[src/cache_params.svh]
`ifndef CACHE_PARAMS_SVH
`define CACHE_PARAMS_SVH

// Data path widths
`define DATA_WIDTH 32
`define ADDR_WIDTH 13   // APB byte address

// Storage sizes
`define MEM_WORDS   1024
`define CACHE_LINES 4

// =====================================================================
// Address map
// =====================================================================
// 0x0000 to 0x0FFF is memory, word aligned by dropping the low two bits
`define HIT_COUNT_ADDR  13'h1000   // Read-hit counter, read only
`define MISS_COUNT_ADDR 13'h1004   // Read-miss counter, read only

`endif

[src/cachePkg.sv]
`include "cache_params.svh"

package cachePkg;

  // Data word as seen on APB and in memory
  typedef logic [`DATA_WIDTH-1:0] wordT;

  // Byte address on the APB side
  typedef logic [`ADDR_WIDTH-1:0] byteAddrT;

  // Word index into memory, byte address bits 11 to 2
  typedef logic [$clog2(`MEM_WORDS)-1:0] memAddrT;

  // Cache line index and tag split of memAddrT
  typedef logic [$clog2(`CACHE_LINES)-1:0] indexT;
  typedef logic [$clog2(`MEM_WORDS)-$clog2(`CACHE_LINES)-1:0] tagT;

  // Performance counters, read back over prdata
  typedef logic [`DATA_WIDTH-1:0] countT;

  // APB slave phases
  typedef enum logic [1:0] {
    stIdle,     // Waiting for a setup cycle
    stAccess,   // First access cycle
    stWait      // Wait state for a read miss
  } apbStateT;

endpackage

[src/apbSlavePort.sv]
`timescale 1ns/1ps
`include "cache_params.svh"

module apbSlavePort (
  input  logic               clock,
  input  logic               reset,
  input  logic               psel,
  input  logic               penable,
  input  logic               pwrite,
  input  cachePkg::byteAddrT paddr,
  input  cachePkg::wordT     pwdata,
  input  logic               respValid,
  input  cachePkg::wordT     respData,
  input  cachePkg::countT    hitCount,
  input  cachePkg::countT    missCount,
  output cachePkg::wordT     prdata,
  output logic               pready,
  output logic               pslverr,
  output logic               reqRead,
  output logic               reqWrite,
  output cachePkg::memAddrT  reqAddr,
  output cachePkg::wordT     reqWdata
);
  import cachePkg::*;

  apbStateT state;
  apbStateT nextState;

  logic isMem;
  logic isHitReg;
  logic isMissReg;
  logic isError;
  logic inAccess;

  // =====================================================================
  // Address decode
  // =====================================================================
  assign isMem     = ~paddr[`ADDR_WIDTH-1];   // Lower 4 KB is memory
  assign isHitReg  = (paddr == `HIT_COUNT_ADDR);
  assign isMissReg = (paddr == `MISS_COUNT_ADDR);

  // Unmapped address, or a write to one of the counters
  assign isError = !isMem && (pwrite || !(isHitReg || isMissReg));

  assign inAccess = (state == stAccess) || (state == stWait);

  // =====================================================================
  // Cache request, one pulse in the first access cycle
  // =====================================================================
  assign reqRead  = (state == stAccess) && isMem && !pwrite;
  assign reqWrite = (state == stAccess) && isMem && pwrite;
  assign reqAddr  = paddr[11:2];   // Drop byte offset
  assign reqWdata = pwdata;

  // Memory transfers wait for the cache, everything else is immediate
  assign pready  = inAccess && (isMem ? respValid : 1'b1);
  assign pslverr = inAccess && isError;

  always_comb begin
    prdata = '0;
    if (isMem && !pwrite) begin
      prdata = respData;
    end else if (!pwrite && isHitReg) begin
      prdata = hitCount;
    end else if (!pwrite && isMissReg) begin
      prdata = missCount;
    end
  end

  // =====================================================================
  // Transfer FSM
  // =====================================================================
  always_comb begin
    nextState = state;
    case (state)
      stIdle: begin
        if (psel && !penable) nextState = stAccess;   // Setup cycle seen
      end
      stAccess: begin
        if (isMem && !respValid) nextState = stWait;  // Read miss
        else nextState = stIdle;
      end
      stWait: begin
        if (respValid) nextState = stIdle;
      end
      default: nextState = stIdle;
    endcase
  end

  always_ff @(posedge clock or posedge reset) begin
    if (reset) begin
      state <= stIdle;
    end else begin
      state <= nextState;
    end
  end

  // APB master never raises penable outside a selected transfer
  assert property (@(posedge clock) disable iff (reset) penable |-> psel);

  // A miss is answered by the cache after exactly one wait state
  assert property (@(posedge clock) disable iff (reset)
    (state == stWait) |-> respValid);

endmodule

[config.mk]
export PLATFORM = sky130hd
export DESIGN_NAME = apbSlavePort
export DESIGN_NICKNAME = d
export VERILOG_FILES = /design/src/cachePkg.sv /design/src/apbSlavePort.sv
export VERILOG_INCLUDE_DIRS = /design/src
export SDC_FILE = /design/constraint.sdc
export NUM_CORES = 1
export LEC_CHECK = 0
export BUFFER_PORTS_ARGS = -buffer_cell sky130_fd_sc_hd__buf_2
export CELL_PAD_IN_SITES_DETAIL_PLACEMENT = 1
export CELL_PAD_IN_SITES_GLOBAL_PLACEMENT = 2
export CORE_ASPECT_RATIO = 0.7
export CORE_UTILIZATION = 11
export CTS_BUF_LIST = sky130_fd_sc_hd__clkbuf_16
export DETAILED_ROUTE_END_ITERATION = 12
export PLACE_DENSITY = 0.85
export SETUP_SLACK_MARGIN = 0.5
export SLEW_MARGIN = 20
export SYNTH_ARGS = -nofsm -noshare
export SYNTH_HDL_FRONTEND = slang
export SYNTH_SLANG_ARGS = --single-unit
[constraint.sdc]
create_clock -name clock -period 1.9 [get_ports clock]
set_input_delay 0.38 -clock clock [delete_from_list [all_inputs] [get_ports clock]]
set_output_delay 0.38 -clock clock [all_outputs]
set_load 0.02 [all_outputs]
# Yosys cells after proc, flatten, opt, wreduce, memory -nomap -nowiden
# Cells that the tools add are included.
dict set report word_totals {
  ff_bits 2
  input_bits 147
  output_inout_bits 78
  word_cells 36
}
dict set report classes {
  eq_ne 6
  mux 8
  n_bitwise 1
  n_reduce_logical 20
}
# operator n
set ops {}
lappend ops {{$mux W32} 3}
lappend ops {{$eq A13 B13 Y1 const B} 2}
lappend ops {{$logic_and A1 B1 Y1} 11}
lappend ops {{$mux W2} 3}
lappend ops {{$pmux W2 S3} 1}
lappend ops {{$logic_not A1 Y1} 4}
lappend ops {{$ne A2 B2 Y1 const B} 2}
lappend ops {{$logic_or A1 B1 Y1} 3}
lappend ops {{$eq A2 B1 Y1 const B} 1}
lappend ops {{$eq A2 B2 Y1 const B} 1}
lappend ops {{$logic_not A2 Y1} 1}
lappend ops {{$reduce_and A2 Y1} 1}
lappend ops {{$mux W1} 1}
lappend ops {{$not A1 Y1} 1}

# Longest topological paths before layout
dict set report logic_depth {
  ltp_word 6
  ltp_mapped 5
  depth_no_buf 5
}

# Worst setup path before layout
# OpenSTA, ideal clock, no wires.
dict set report synth_timing {
  kind {input to output}
  startpoint {in paddr[1]}
  endpoint {out prdata[0]}
  arrival_ps 1373
  required_ps 1520
  setup_slack_ps 147
  cell_stages 3
  path_buffers 0
  path_cell_list {nor4b_4 > nand4_4 > o21ai_0}
}
dict set report synth_between {
  elab_chain_cells 5
  elab_cells_between_ends 7
  classes_between {2 x eq/ne; 3 x mux; 2 x reduce/logical}
}
# element line_no
set synth_rtl {}
lappend synth_rtl {{start: declaration} apbSlavePort.sv:10} ;# input cachePkg::byteAddrT paddr,
lappend synth_rtl {{$eq A13 B13 Y1 (no source line)} --}
lappend synth_rtl {{$logic_and A1 B1 Y1} apbSlavePort.sv:65} ;# end else if (!pwrite && isMissReg) begin
lappend synth_rtl {{$mux W32} apbSlavePort.sv:65}
lappend synth_rtl {{$mux W32 *} apbSlavePort.sv:63} ;# end else if (!pwrite && isHitReg) begin
lappend synth_rtl {{$mux W32 *} apbSlavePort.sv:61} ;# if (isMem && !pwrite) begin
lappend synth_rtl {{end: declaration} apbSlavePort.sv:16} ;# output cachePkg::wordT prdata,
# Mark *: on every way between the ends. The rest lies on a longest branch, timed or not.

# Worst setup path in the final report
dict set report layout_timing {
  startpoint {in paddr[0]}
  endpoint {out prdata[0]}
}
# Same word-level chain as after synthesis.

==> flow_metrics.tcl <==
set metrics [dict create \
    reg.largest.list "state x2" \
    r2r_slack_ns 0.38 \
    vias 1691 \
    core_area_um2 11900 \
    clock-sinks 2 \
    diodes 0 \
    maxCapViolations 0 \
    ant_nets 0 \
    tightest_slew_ns 0.350 \
    gr-total-overflow 0 \
    clk_pin_slew_worst_paths_ns 0.03 \
    fin_crit_sh 1.01 \
    syn_avg_cell_area_um2 7.74 \
    min_path_type "in -> async" \
    synth_top_family_by_area "buffers and inverters" \
    gp_congestion 0.661 \
    fmax_ghz 0.522 \
    synthXorXnorAreaFrac 0 \
    antenna_found_initial 0 \
    routed_wl_um 5710 \
    cp-endpoint "prdata[0]" \
    min_period_ns 1.91 \
    irDropWorstVdd_mv 0.282 \
    clock_latency_ns 0.22 \
    layout-drive-gt1-share 0.745 \
    largest-register "state" \
    swShare 0.374 \
    worstSetupPathType "in -> out" \
    first_iter_violations 21 \
    finalNonFillerCells 459 \
    ys_warn_count 0 \
    synth-adder-area-share 0.0275 \
    power_w 0.00124 \
    die_w_um 135 \
    synth_simple_gate_area_frac 0.186 \
    cts_tree "built" \
    maxSlewViolCount 0 \
    p_int_w 0.000777 \
    numCtsBuffers 3 \
    port_buffers 160 \
    r2r_cells 5 \
    dr.pass1.iters 3 \
    final_nets 454 \
    slowest_stage "nor4b_4" \
    grt_max_degree 33 \
    grt_pass1_wl_um 8520 \
    die_height_um 95.1 \
    syn_to_final_growth_pct 104 \
    synthCells 176 \
    sequentialPowerShare 0.060 \
    endpoint_kind "primary output" \
    critical-path-top-delay-family "simple AND/OR/NAND/NOR gates" \
    yosys.cell_types.count 26 \
    drt-wirelength-per-cell_um 12.4 \
    synth_nets 326 \
    seq_area_frac_synth 0.0367 \
    worstPathMaxFanout 16 \
    outcome "complete, but fails checks" \
    powerDensity_nw_per_um2 445 \
    start_util 0.115 \
    rsz0062_at_grt "yes" \
    relSlewSlack 0.760 \
    timing.rr.start "state[1]" \
    synth_compound_area_frac 0.223 \
    p_leak_nw 1.35 \
    hold_viol 0 \
    largest_reg_flops 2 \
    cts-root-buf "clkbuf_16" \
    setup_viol 16 \
    worst-path-buf-inv 3 \
    ys_seq_elements 2 \
    dieArea_um2 12800 \
    utilization 0.234 \
    rows 33 \
    combPwrFrac 0.689 \
    first_global_vias 1810 \
    critPathMaxStageDelay_ns 0.30 \
    io_pins 225 \
    cp.required_ns 1.52 \
    layout_setup_ws_ns -0.0139 \
    finClkSkew_ns 0.00119 \
    postCtsHoldBufs 0 \
    place_inst 449 \
    avgViaCountPerCell 3.68 \
    dp_hpwl_um 4540 \
    crit_chain "buf_2 -> nor4b_4 -> nand4_4 -> buf_12 -> o21ai_1 -> buf_4" \
    p_sw_w 0.000464 \
    rr_endpoint "state[1]" \
    violations "negative setup slack" \
    grt_use_total 0.0823 \
    arrival_ns 1.53 \
    route.detailed.drc 0 \
    start_kind "input port" \
    netlist_area_um2 1360 \
    htree_levels 1 \
    path_depth 6 \
    crit_start "paddr[0]" \
    synthMuxAreaShare 0.236 \
    cts_max_path_buffers 2 \
    power.share.clock 0.251 \
]
## cell families after synthesis
kind of cell	after synthesis
and+or+nand+nor	46
buffers and inverters	56
DFF	2
AOI/OAI and AO/OA	37
muxes	32
adders and majority gates	3
## what timing repair did
action                                 4_1_cts  5_1_grt
buffers inserted                             6        1
endpoints found under the hold margin        0        0
pin swaps                                    5        4
setup endpoints to repair                   37       37
gates resized for setup                     84        4
## per-layer routing
layer / part of all wire / vias to the layer above / global-route usage
met5: 0 / - / 0
met4: 0.0074 / 0 / 0.0187
met1: 0.39 / 780 / 0.0936
met2: 0.54 / 91 / 0.160
met3: 0.066 / 6 / 0.0138
li1: - / 814 / -
## worst reg2reg max path: stages, from the launching register on
cell and delay (ns):
dfrtp_1 0.40, buf_6 0.13, buf_6 0.11, ha_4 0.15, or4b_4 0.52, o2bb2ai_4 0.14
## placed cells by master (no fill, tap or decap)
cell type and instances:
buf_2 121, buf_6 41, nand2_1 33, mux2i_1 31, o21ai_4 30, buf_4 8
buf_12 5, ha_4 3, clkbuf_16 3, inv_1 2, a21oi_1 2, nor2_1 2
inv_2 2, dfrtp_1 2, nand2b_1 1, nor2b_1 1, o21ai_0 1, or4b_4 1
o2bb2ai_4 1, nor4b_4 1, nor4_4 1, nor3_2 1, nand4_4 1, mux2_2 1
nor2_2 1, o21ai_1 1, nor3b_2 1, and3b_2 1, o21a_1 1, and3_4 1
o21ai_2 1
## cell usage after synthesis, drive strengths merged
master	number	area share
o21ai	33	0.20
mux2	1	0.0083
nor4b	1	0.017
inv	4	0.011
and3b	1	0.0073
nor3	1	0.0037
o21a	1	0.0055
nor3b	1	0.0055
buf	49	0.27
a21oi	2	0.0073
nand4	1	0.016
and3	1	0.0055
or4b	1	0.0073
nor2b	1	0.0046
o2bb2ai	1	0.0064
nor4	1	0.016
mux2i	31	0.23
nand2	33	0.091
nor2	3	0.0083
dfrtp	2	0.037
nand2b	1	0.0046
ha	3	0.028
clkbuf	3	0.0083
## power by group through the flow
stage               Combinational [W]  Sequential (W)  Clock (W)
floorplan                    0.000451       0.0000680          0
global placement             0.000569       0.0000710          0
detailed placement           0.000588       0.0000726          0
CTS                          0.000834       0.0000722   0.000317
global route                 0.000922       0.0000756   0.000324
finish                       0.000856       0.0000740   0.000311
## how the worst min path moves through the flow
stage          slack [ns]  start  endpoint  cells after the start
6_report             0.02  reset  state[1]                      2
5_1_grt              0.02  reset  state[1]                      2
4_1_cts              0.02  reset  state[1]                      2
3_5_place_dp         0.24  reset  state[0]                      2
3_3_place_gp         0.23  reset  state[0]                      2
2_1_floorplan        0.12  reset  state[0]                      1
## per-stage QoR
stage / hold WS, ns / TNS [ns] / cell area, um2 / setup WS (ns)
2_1_floorplan: 0.121 / 0 / 1600 / 0.246
3_3_place_gp: 0.230 / -0.900 / 2340 / -0.0361
3_5_place_dp: 0.236 / -1.87 / 2340 / -0.0732
4_1_cts: 0.0181 / -0.336 / 2760 / -0.0360
5_1_grt: 0.0234 / -2.10 / 2790 / -0.0775
6_report: 0.0191 / -0.0832 / 2790 / -0.0139
## area by class of cell
class,count,area [um2]
repair buffers,175,1230
flip-flops and latches,2,50.0
fillers,1422,9100
well taps,157,196
multi-input cells,118,1220
inverters,4,15.0
clock buffers,3,75.1
Note: power is estimated with default switching activity, not from simulation.
