`config.mk`:
```
export PLATFORM = sky130hd
export DESIGN_NAME = dataCache
export DESIGN_NICKNAME = d
export VERILOG_FILES = /design/src/cachePkg.sv /design/src/dataCache.sv
export VERILOG_INCLUDE_DIRS = /design/src
export SDC_FILE = /design/constraint.sdc
export NUM_CORES = 1
export LEC_CHECK = 0
export ABC_AREA = 1
export BUFFER_PORTS_ARGS = -buffer_cell sky130_fd_sc_hd__buf_2
export CAP_MARGIN = 20
export CORE_ASPECT_RATIO = 1.1
export CORE_MARGIN = 8
export CORE_UTILIZATION = 50
export DETAILED_ROUTE_END_ITERATION = 12
export PLACE_DENSITY = 0.76
export SETUP_SLACK_MARGIN = 0.02
export SLEW_MARGIN = 0
export SYNTH_ARGS = -nofsm -noshare
export SYNTH_HDL_FRONTEND = slang
export SYNTH_SLANG_ARGS = --single-unit
export TNS_END_PERCENT = 100
```
`constraint.sdc`:
```
create_clock -name clock -period 3.1 [get_ports clock]
set_clock_uncertainty 0.05 [all_clocks]
set_input_delay 0.62 -clock clock [delete_from_list [all_inputs] [get_ports clock]]
set_output_delay 0.62 -clock clock [all_outputs]
set_load 0.02 [all_outputs]
```
`src/cache_params.svh`:
```
`ifndef CACHE_PARAMS_SVH
`define CACHE_PARAMS_SVH

// Data path widths
`define DATA_WIDTH 32
`define ADDR_WIDTH 13   // APB byte address

// Storage sizes
`define MEM_WORDS   1024
`define CACHE_LINES 4

// =====================================================================
// Address map
// =====================================================================
// 0x0000 to 0x0FFF is memory, word aligned by dropping the low two bits
`define HIT_COUNT_ADDR  13'h1000   // Read-hit counter, read only
`define MISS_COUNT_ADDR 13'h1004   // Read-miss counter, read only

`endif

```
`src/cachePkg.sv`:
```
`include "cache_params.svh"

package cachePkg;

  // Data word as seen on APB and in memory
  typedef logic [`DATA_WIDTH-1:0] wordT;

  // Byte address on the APB side
  typedef logic [`ADDR_WIDTH-1:0] byteAddrT;

  // Word index into memory, byte address bits 11 to 2
  typedef logic [$clog2(`MEM_WORDS)-1:0] memAddrT;

  // Cache line index and tag split of memAddrT
  typedef logic [$clog2(`CACHE_LINES)-1:0] indexT;
  typedef logic [$clog2(`MEM_WORDS)-$clog2(`CACHE_LINES)-1:0] tagT;

  // Performance counters, read back over prdata
  typedef logic [`DATA_WIDTH-1:0] countT;

  // APB slave phases
  typedef enum logic [1:0] {
    stIdle,     // Waiting for a setup cycle
    stAccess,   // First access cycle
    stWait      // Wait state for a read miss
  } apbStateT;

endpackage

```
`src/dataCache.sv`:
```
`timescale 1ns/1ps
`include "cache_params.svh"

module dataCache (
  input  logic              clock,
  input  logic              reset,
  input  logic              reqRead,
  input  logic              reqWrite,
  input  cachePkg::memAddrT reqAddr,
  input  cachePkg::wordT    reqWdata,
  input  cachePkg::wordT    memRdata,
  output logic              respValid,
  output cachePkg::wordT    respData,
  output cachePkg::countT   hitCount,
  output cachePkg::countT   missCount,
  output logic              memRead,
  output logic              memWrite,
  output cachePkg::memAddrT memAddr,
  output cachePkg::wordT    memWdata
);
  import cachePkg::*;

  // Line storage
  tagT                     tagArray  [`CACHE_LINES];
  wordT                    dataArray [`CACHE_LINES];
  logic [`CACHE_LINES-1:0] validBits;

  indexT reqIndex;
  tagT   reqTag;
  logic  hit;
  logic  readHit;
  logic  readMiss;

  // Outstanding miss, filled one cycle after the request
  logic  missPending;
  indexT missIndex;
  tagT   missTag;

  // =====================================================================
  // Lookup
  // =====================================================================
  assign reqIndex = reqAddr[$bits(indexT)-1:0];
  assign reqTag   = reqAddr[$bits(memAddrT)-1:$bits(indexT)];

  assign hit      = validBits[reqIndex] && (tagArray[reqIndex] == reqTag);
  assign readHit  = reqRead && hit;
  assign readMiss = reqRead && !hit;

  // Write-through, so every write reaches memory
  assign memRead  = readMiss;
  assign memWrite = reqWrite;
  assign memAddr  = reqAddr;
  assign memWdata = reqWdata;

  // Hits and writes answer at once, a miss one cycle later
  assign respValid = readHit || reqWrite || missPending;
  assign respData  = missPending ? memRdata : dataArray[reqIndex];

  // =====================================================================
  // Control state and counters
  // =====================================================================
  always_ff @(posedge clock or posedge reset) begin
    if (reset) begin
      validBits   <= '0;
      missPending <= 1'b0;
      hitCount    <= '0;
      missCount   <= '0;
    end else begin
      missPending <= readMiss;

      if (missPending) begin
        validBits[missIndex] <= 1'b1;   // Fill completes
      end

      // No allocate on write, a hit just drops the stale line
      if (reqWrite && hit) begin
        validBits[reqIndex] <= 1'b0;
      end

      if (readHit) hitCount <= hitCount + 1'b1;
      if (readMiss) missCount <= missCount + 1'b1;
    end
  end

  // Tag and data payload
  always_ff @(posedge clock) begin
    if (readMiss) begin
      missIndex <= reqIndex;
      missTag   <= reqTag;
    end
    if (missPending) begin
      tagArray[missIndex]  <= missTag;
      dataArray[missIndex] <= memRdata;
    end
  end

  // =====================================================================
  // Checks
  // =====================================================================
  assert property (@(posedge clock) disable iff (reset) !(reqRead && reqWrite));

  // The APB side holds off new work until the fill is done
  assert property (@(posedge clock) disable iff (reset)
    missPending |-> !(reqRead || reqWrite));

endmodule

```
== After elaboration in Yosys (flattened, before gate mapping) ==
Memories as Yosys holds them, arrays and structs flattened.
Cells that the tools add are included.
Operators by class
  add/subtract/negate cells: 2
  $mul: 0
  divide/modulo/power cells: 0
  order comparisons: 4
  equal/unequal tests: 1
  shift-type cells: 0
  muxes and demuxes: 11
  bitwise gates (word level): 3
  reduce and logical (&&, ||, !) cells: 9
Operators with widths (count)
  adder 32 x 1 -> 32 bit (second input constant): 2
  2-to-1 mux 32 bit: 1
  == test 8 bit: 1
  2-to-1 mux 4 bit: 2
  logical AND 1 bit: 6
  less-than comparator 2 x 3 -> 1 bit (second input constant): 2
  2-to-1 mux 1 bit: 5
  AND 4 bit: 1
  demux 1 bit (select 2 bit): 2
  greater-or-equal comparator 2 x 1 -> 1 bit (second input constant): 2
  NOT 4 bit: 1
  bitwise OR 4 bit: 1
  binary-select mux 1 bit (select 2 bit): 1
  logical OR 1 bit: 2
  logical NOT 1 bit: 1
Storage, ports and cells
  register bits: 79
  bits in latches: 0
  RAM bits: 160
  bits in read-only memories: 0
  bits of input ports: 78
  output and inout port bits: 141
  word-level logic and storage cells: 38
  memories kept: 2
Memories
  dataArray: depth 4, bits a word 32, read ports 1, clocked after Yosys merged registers in 0, write ports 1, line dataCache.sv:25  | wordT dataArray [`CACHE_LINES];
  tagArray: depth 4, bits a word 8, read ports 1, clocked after Yosys merged registers in 0, write ports 1, line dataCache.sv:24  | tagT tagArray [`CACHE_LINES];

== Logic depth before layout (Yosys ltp) ==
  word-level depth: 8
  gate-level depth with buffers: 15
  mapped depth without buffers: 13

== Worst setup path before layout ==
OpenSTA, ideal clock, no wires.
  kind: reg2reg
  start: register missPending
  end: register validBits[1]
  setup time: 0.065 ns
  arrival: 3.160 ns
  data required time: 2.985 ns
  setup slack: -0.175 ns
  stages on the path, launching flop included: 9
  path through: dfrtp_1 > clkinv_1 > or2_2 > nor2_1 > or2_2 > inv_1 > nor2_1 > nand3_1 > nand2_1
On the way
  cells in the longest elaborated chain, start to end: 3
RTL lines
  start: declaration: line dataCache.sv:35  | logic missPending;
  start signal: assignment: line dataCache.sv:69  | missPending <= readMiss;
  2-to-1 mux 4 bit *: line dataCache.sv:71  | if (missPending) begin
  AND 4 bit (no line)
  2-to-1 mux 4 bit *: line dataCache.sv:76  | if (reqWrite && hit) begin
  end signal: assignment: line dataCache.sv:64  | validBits <= '0;
  end signal: indexed assignment: line dataCache.sv:72  | validBits[missIndex] <= 1'b1;
  end signal: indexed assignment: line dataCache.sv:77  | validBits[reqIndex] <= 1'b0;
  end: declaration: line dataCache.sv:26  | logic [`CACHE_LINES-1:0] validBits;
Mark *: on every way between the ends. The rest lies on a longest branch, timed or not.
A chain may end at the register's enable or synchronous reset.

== Worst setup path in the final report ==
  start: input reqAddr[1]
  end: output respData[16]
On the way
  cells in the longest elaborated chain, start to end: 2
RTL lines
  start: declaration: line dataCache.sv:9  | input cachePkg::memAddrT reqAddr,
  memory (4 x 32 bit)
  2-to-1 mux 32 bit: line dataCache.sv:57  | assign respData = missPending ? memRdata : dataArray[reqIndex];
  end: declaration: line dataCache.sv:13  | output cachePkg::wordT respData,
Every way passes these cells.

==> impl_metrics.env <==
export IMPL_p_int_mw=5.33
export IMPL_cpPeakStageDelay_ns=0.33
export IMPL_clk_path_buf_depth=3
export IMPL_yosysWarnings=0
export IMPL_grt_max_degree=63
export IMPL_yosysSeqAreaShare_pct=60.2
export IMPL_power_switching_mw=1.75
export IMPL_cts_sinks=239
export IMPL_diodes=0
export IMPL_combPwrFrac_pct=8.9
export IMPL_synthTopCellsByArea="edfxtp_1, dfrtp_1, nand2_1"
export IMPL_rsz0062_at_grt="no"
export IMPL_io_pins=219
export IMPL_yosysTopAreaCellShare_pct=45.0
export IMPL_crit_path_start_kind="input pin"
export IMPL_core_sq_um=22600
export IMPL_tightestPinTransition_ns=0.707
export IMPL_numCtsBuffers=25
export IMPL_vias=8688
export IMPL_insertion_delay_ns=0.53
export IMPL_yosysTopAreaCell="edfxtp_1"
export IMPL_path_cells="buf_2, inv_2, nor2_2, buf_4, nand2_1, a41oi_1, buf_2"
export IMPL_slowest_stage="buf_4"
export IMPL_vias_per_cell=5.34
export IMPL_rr_worst_depth=4
export IMPL_std_cell_rows=58
export IMPL_track_usage_pct=19.3
export IMPL_arrival_ns=2.14
export IMPL_crit_type="in2out"
export IMPL_slew_headroom_pct=52.8
export IMPL_setup_tns_ns=0
export IMPL_drtIter0Drc=570
export IMPL_rrSetupSlack_ns=0.83
export IMPL_period_needed_ns=2.81
export IMPL_grt_first_pass_wirelength_um=44400
export IMPL_cts_setup_buffers=0
export IMPL_cts_hold_buf=0
export IMPL_dp_hpwl_um=18600
export IMPL_hp_class="in2async"
export IMPL_cp_end_kind="primary output"
export IMPL_fin_ws_ns=0.290
export IMPL_clockRootBuffer="clkbuf_16"
export IMPL_post_cts_resize_count=0
export IMPL_status="complete, no violations"
export IMPL_timing_rr_end="dataArray[1][18]"
export IMPL_worstPathRequired_ns=2.43
export IMPL_pre_cts_slack_ns=0.238
export IMPL_port_buffer_count=154
export IMPL_syn_area_per_cell_sq_um=9.53
export IMPL_drtAntennaViolNets=0
export IMPL_clk_pin_slew_ns=0.06
export IMPL_synth_area_sq_um=11400
export IMPL_cts_htree_levels=1
export IMPL_final_hold_viol_count=0
export IMPL_power_frac_clock_pct=40.0
export IMPL_dp_cells=1584
export IMPL_firstDrtPassIters=6
export IMPL_gp_congestion=0.923
export IMPL_min_period_over_period_pct=90.6
export IMPL_slew_violations=0
export IMPL_crit_start="reqAddr[1]"
export IMPL_die_area_sq_um=27800
export IMPL_crit_top_cell="buf_2"
export IMPL_finalNonFillerCells=1628
export IMPL_area_growth_pct=14.7
export IMPL_grt_overflow_total=0
export IMPL_max_cap_viol_count=0
export IMPL_power_density_nw_per_um2=544
export IMPL_start_util_pct=50.3
export IMPL_power_mw=7.08
export IMPL_endpoint="respData[16]"
export IMPL_grt_pass1_vias=8605
export IMPL_peakVddDrop_mv=0.707
export IMPL_drive_above_1_share_pct=17.7
export IMPL_dieWidth_um=160
export IMPL_leakage_nw=5.68
export IMPL_wl_per_cell_um=16.8
export IMPL_die_h_um=174
export IMPL_ys_ff_latch=239
export IMPL_worstPathMaxFanout=24
export IMPL_syn_inst=1191
export IMPL_switching_share_pct=24.7
export IMPL_yosysUniqueCellTypes=28
export IMPL_seqPwrFrac_pct=51.1
export IMPL_cts_tree="done"
export IMPL_antenna_found_initial=1
export IMPL_routed_wl_um=27400
export IMPL_rr_startpoint="missPending"
export IMPL_nets=1391
export IMPL_drc=0
export IMPL_finalSetupViolations=0
export IMPL_timing_fmax_ghz=0.356
export IMPL_synth_nets=1271
export IMPL_post_route_util_pct=57.7
[state kept, by name, summed over array words and instances, names as in the netlist]
| name | cells |
|---|---|
| hitCount | 32 |
| dataArray | 128 |
| validBits | 4 |
| missPending | 1 |
| missTag | 8 |
| tagArray | 32 |
| missCount | 32 |
| missIndex | 2 |
[metrics by stage]
stage	instance area (sq um)	hold WS, ns
finish	13000	0.160
global route	13000	0.204
CTS	13000	0.171
detailed placement	12200	0.431
global placement	12200	0.423
floorplan	11400	0.409
[worst max-delay path: cells and delay by family]
family	cells	cell delay, ns
AO/OA/AOI/OAI	1	0.28
buffers and inverters	4	0.98
AND/OR/NAND/NOR	2	0.25
[cell usage in the layout (no fill, tap or decap), types with 3 or more instances in the layout]
cell type / netlist / routed
nor2_2: 3 / 4
xnor2_1: 16 / 16
inv_2: 2 / 3
inv_1: 49 / 48
nand4_1: 28 / 28
buf_4: 44 / 23
clkbuf_16: 0 / 25
nor3_1: 28 / 28
nand3b_1: 9 / 9
clkinv_2: 0 / 5
nor2_4: 0 / 4
dfrtp_1: 69 / 69
a22oi_1: 25 / 25
nand3_1: 97 / 97
buf_12: 0 / 3
clkbuf_1: 26 / 3
inv_6: 0 / 3
xor2_1: 35 / 35
edfxtp_1: 170 / 170
clkinvlp_4: 0 / 3
buf_2: 11 / 154
a41oi_1: 15 / 15
a31oi_1: 5 / 5
nand2_1: 452 / 452
or2_2: 3 / 3
nor2_1: 89 / 84
[power groups by stage]
stage                     Clock [mW]  Combinational, mW  Sequential [mW]
after CTS                       2.92              0.641             3.62
after floorplan                    0              0.417             3.70
final                           2.83              0.631             3.62
after global routing            3.05              0.696             3.63
after global placement             0              0.623             3.67
after detailed placement           0              0.638             3.68
[worst min path at each step]
| stage | from | to | slack [ns] | cells after the start |
|---|---|---|---|---|
| floorplan | missTag[0] | tagArray[0][0] | 0.41 | 0 |
| global placement | missTag[3] | tagArray[3][3] | 0.42 | 0 |
| detailed placement | missTag[6] | tagArray[0][6] | 0.43 | 0 |
| CTS | reset | missCount[5] | 0.17 | 2 |
| global route | reset | missCount[8] | 0.20 | 2 |
| finish | reset | missCount[5] | 0.16 | 2 |
[layer usage]
layer  GRT usage (%)  wire, um
met1            23.1     11100
met5               0        11
met3            4.52      2090
met4            5.23       453
met2            34.2     13700
[synth_stat cells]
| cell type | number |
|---|---|
| a21oi_1 | 2 |
| a41oi_1 | 15 |
| clkinv_1 | 1 |
| a31oi_1 | 5 |
| inv_1 | 49 |
| nor4_1 | 1 |
| a22oi_1 | 25 |
| nor3b_1 | 2 |
| xor2_1 | 35 |
| nand2_1 | 452 |
| nand4_1 | 28 |
| edfxtp_1 | 170 |
| nor2_1 | 89 |
| buf_2 | 11 |
| inv_2 | 2 |
| dfrtp_1 | 69 |
| xnor2_1 | 16 |
| ha_1 | 2 |
| nand3_1 | 97 |
| nand3b_1 | 9 |
| nor2_2 | 3 |
| o21bai_2 | 1 |
| buf_6 | 3 |
| or2_2 | 3 |
| clkbuf_1 | 26 |
| buf_1 | 3 |
| nor3_1 | 28 |
| buf_4 | 44 |
[cell families (layout without fill, tap and decap cells)]
| logic type | Yosys count | in the layout | share of synthesized area [%] |
|---|---|---|---|
| xor+xnor | 51 | 51 | 3.93 |
| simple gates | 712 | 712 | 26.0 |
| flops | 239 | 239 | 60.2 |
| compound gates | 48 | 48 | 3.27 |
| buf+inv | 139 | 276 | 6.37 |
| fa+ha+maj | 2 | 2 | 0.220 |
[area by class of cell]
class                      instances  area, sq um
tap                              300          375
sequential                       239         6830
timing repair buffer             180         1000
clock buffer                      28          637
inverter                          52          195
fill                            1904         9550
multi-input combinational        813         3830
clock inverter                    16          145
(Power assumes the default switching activity.)
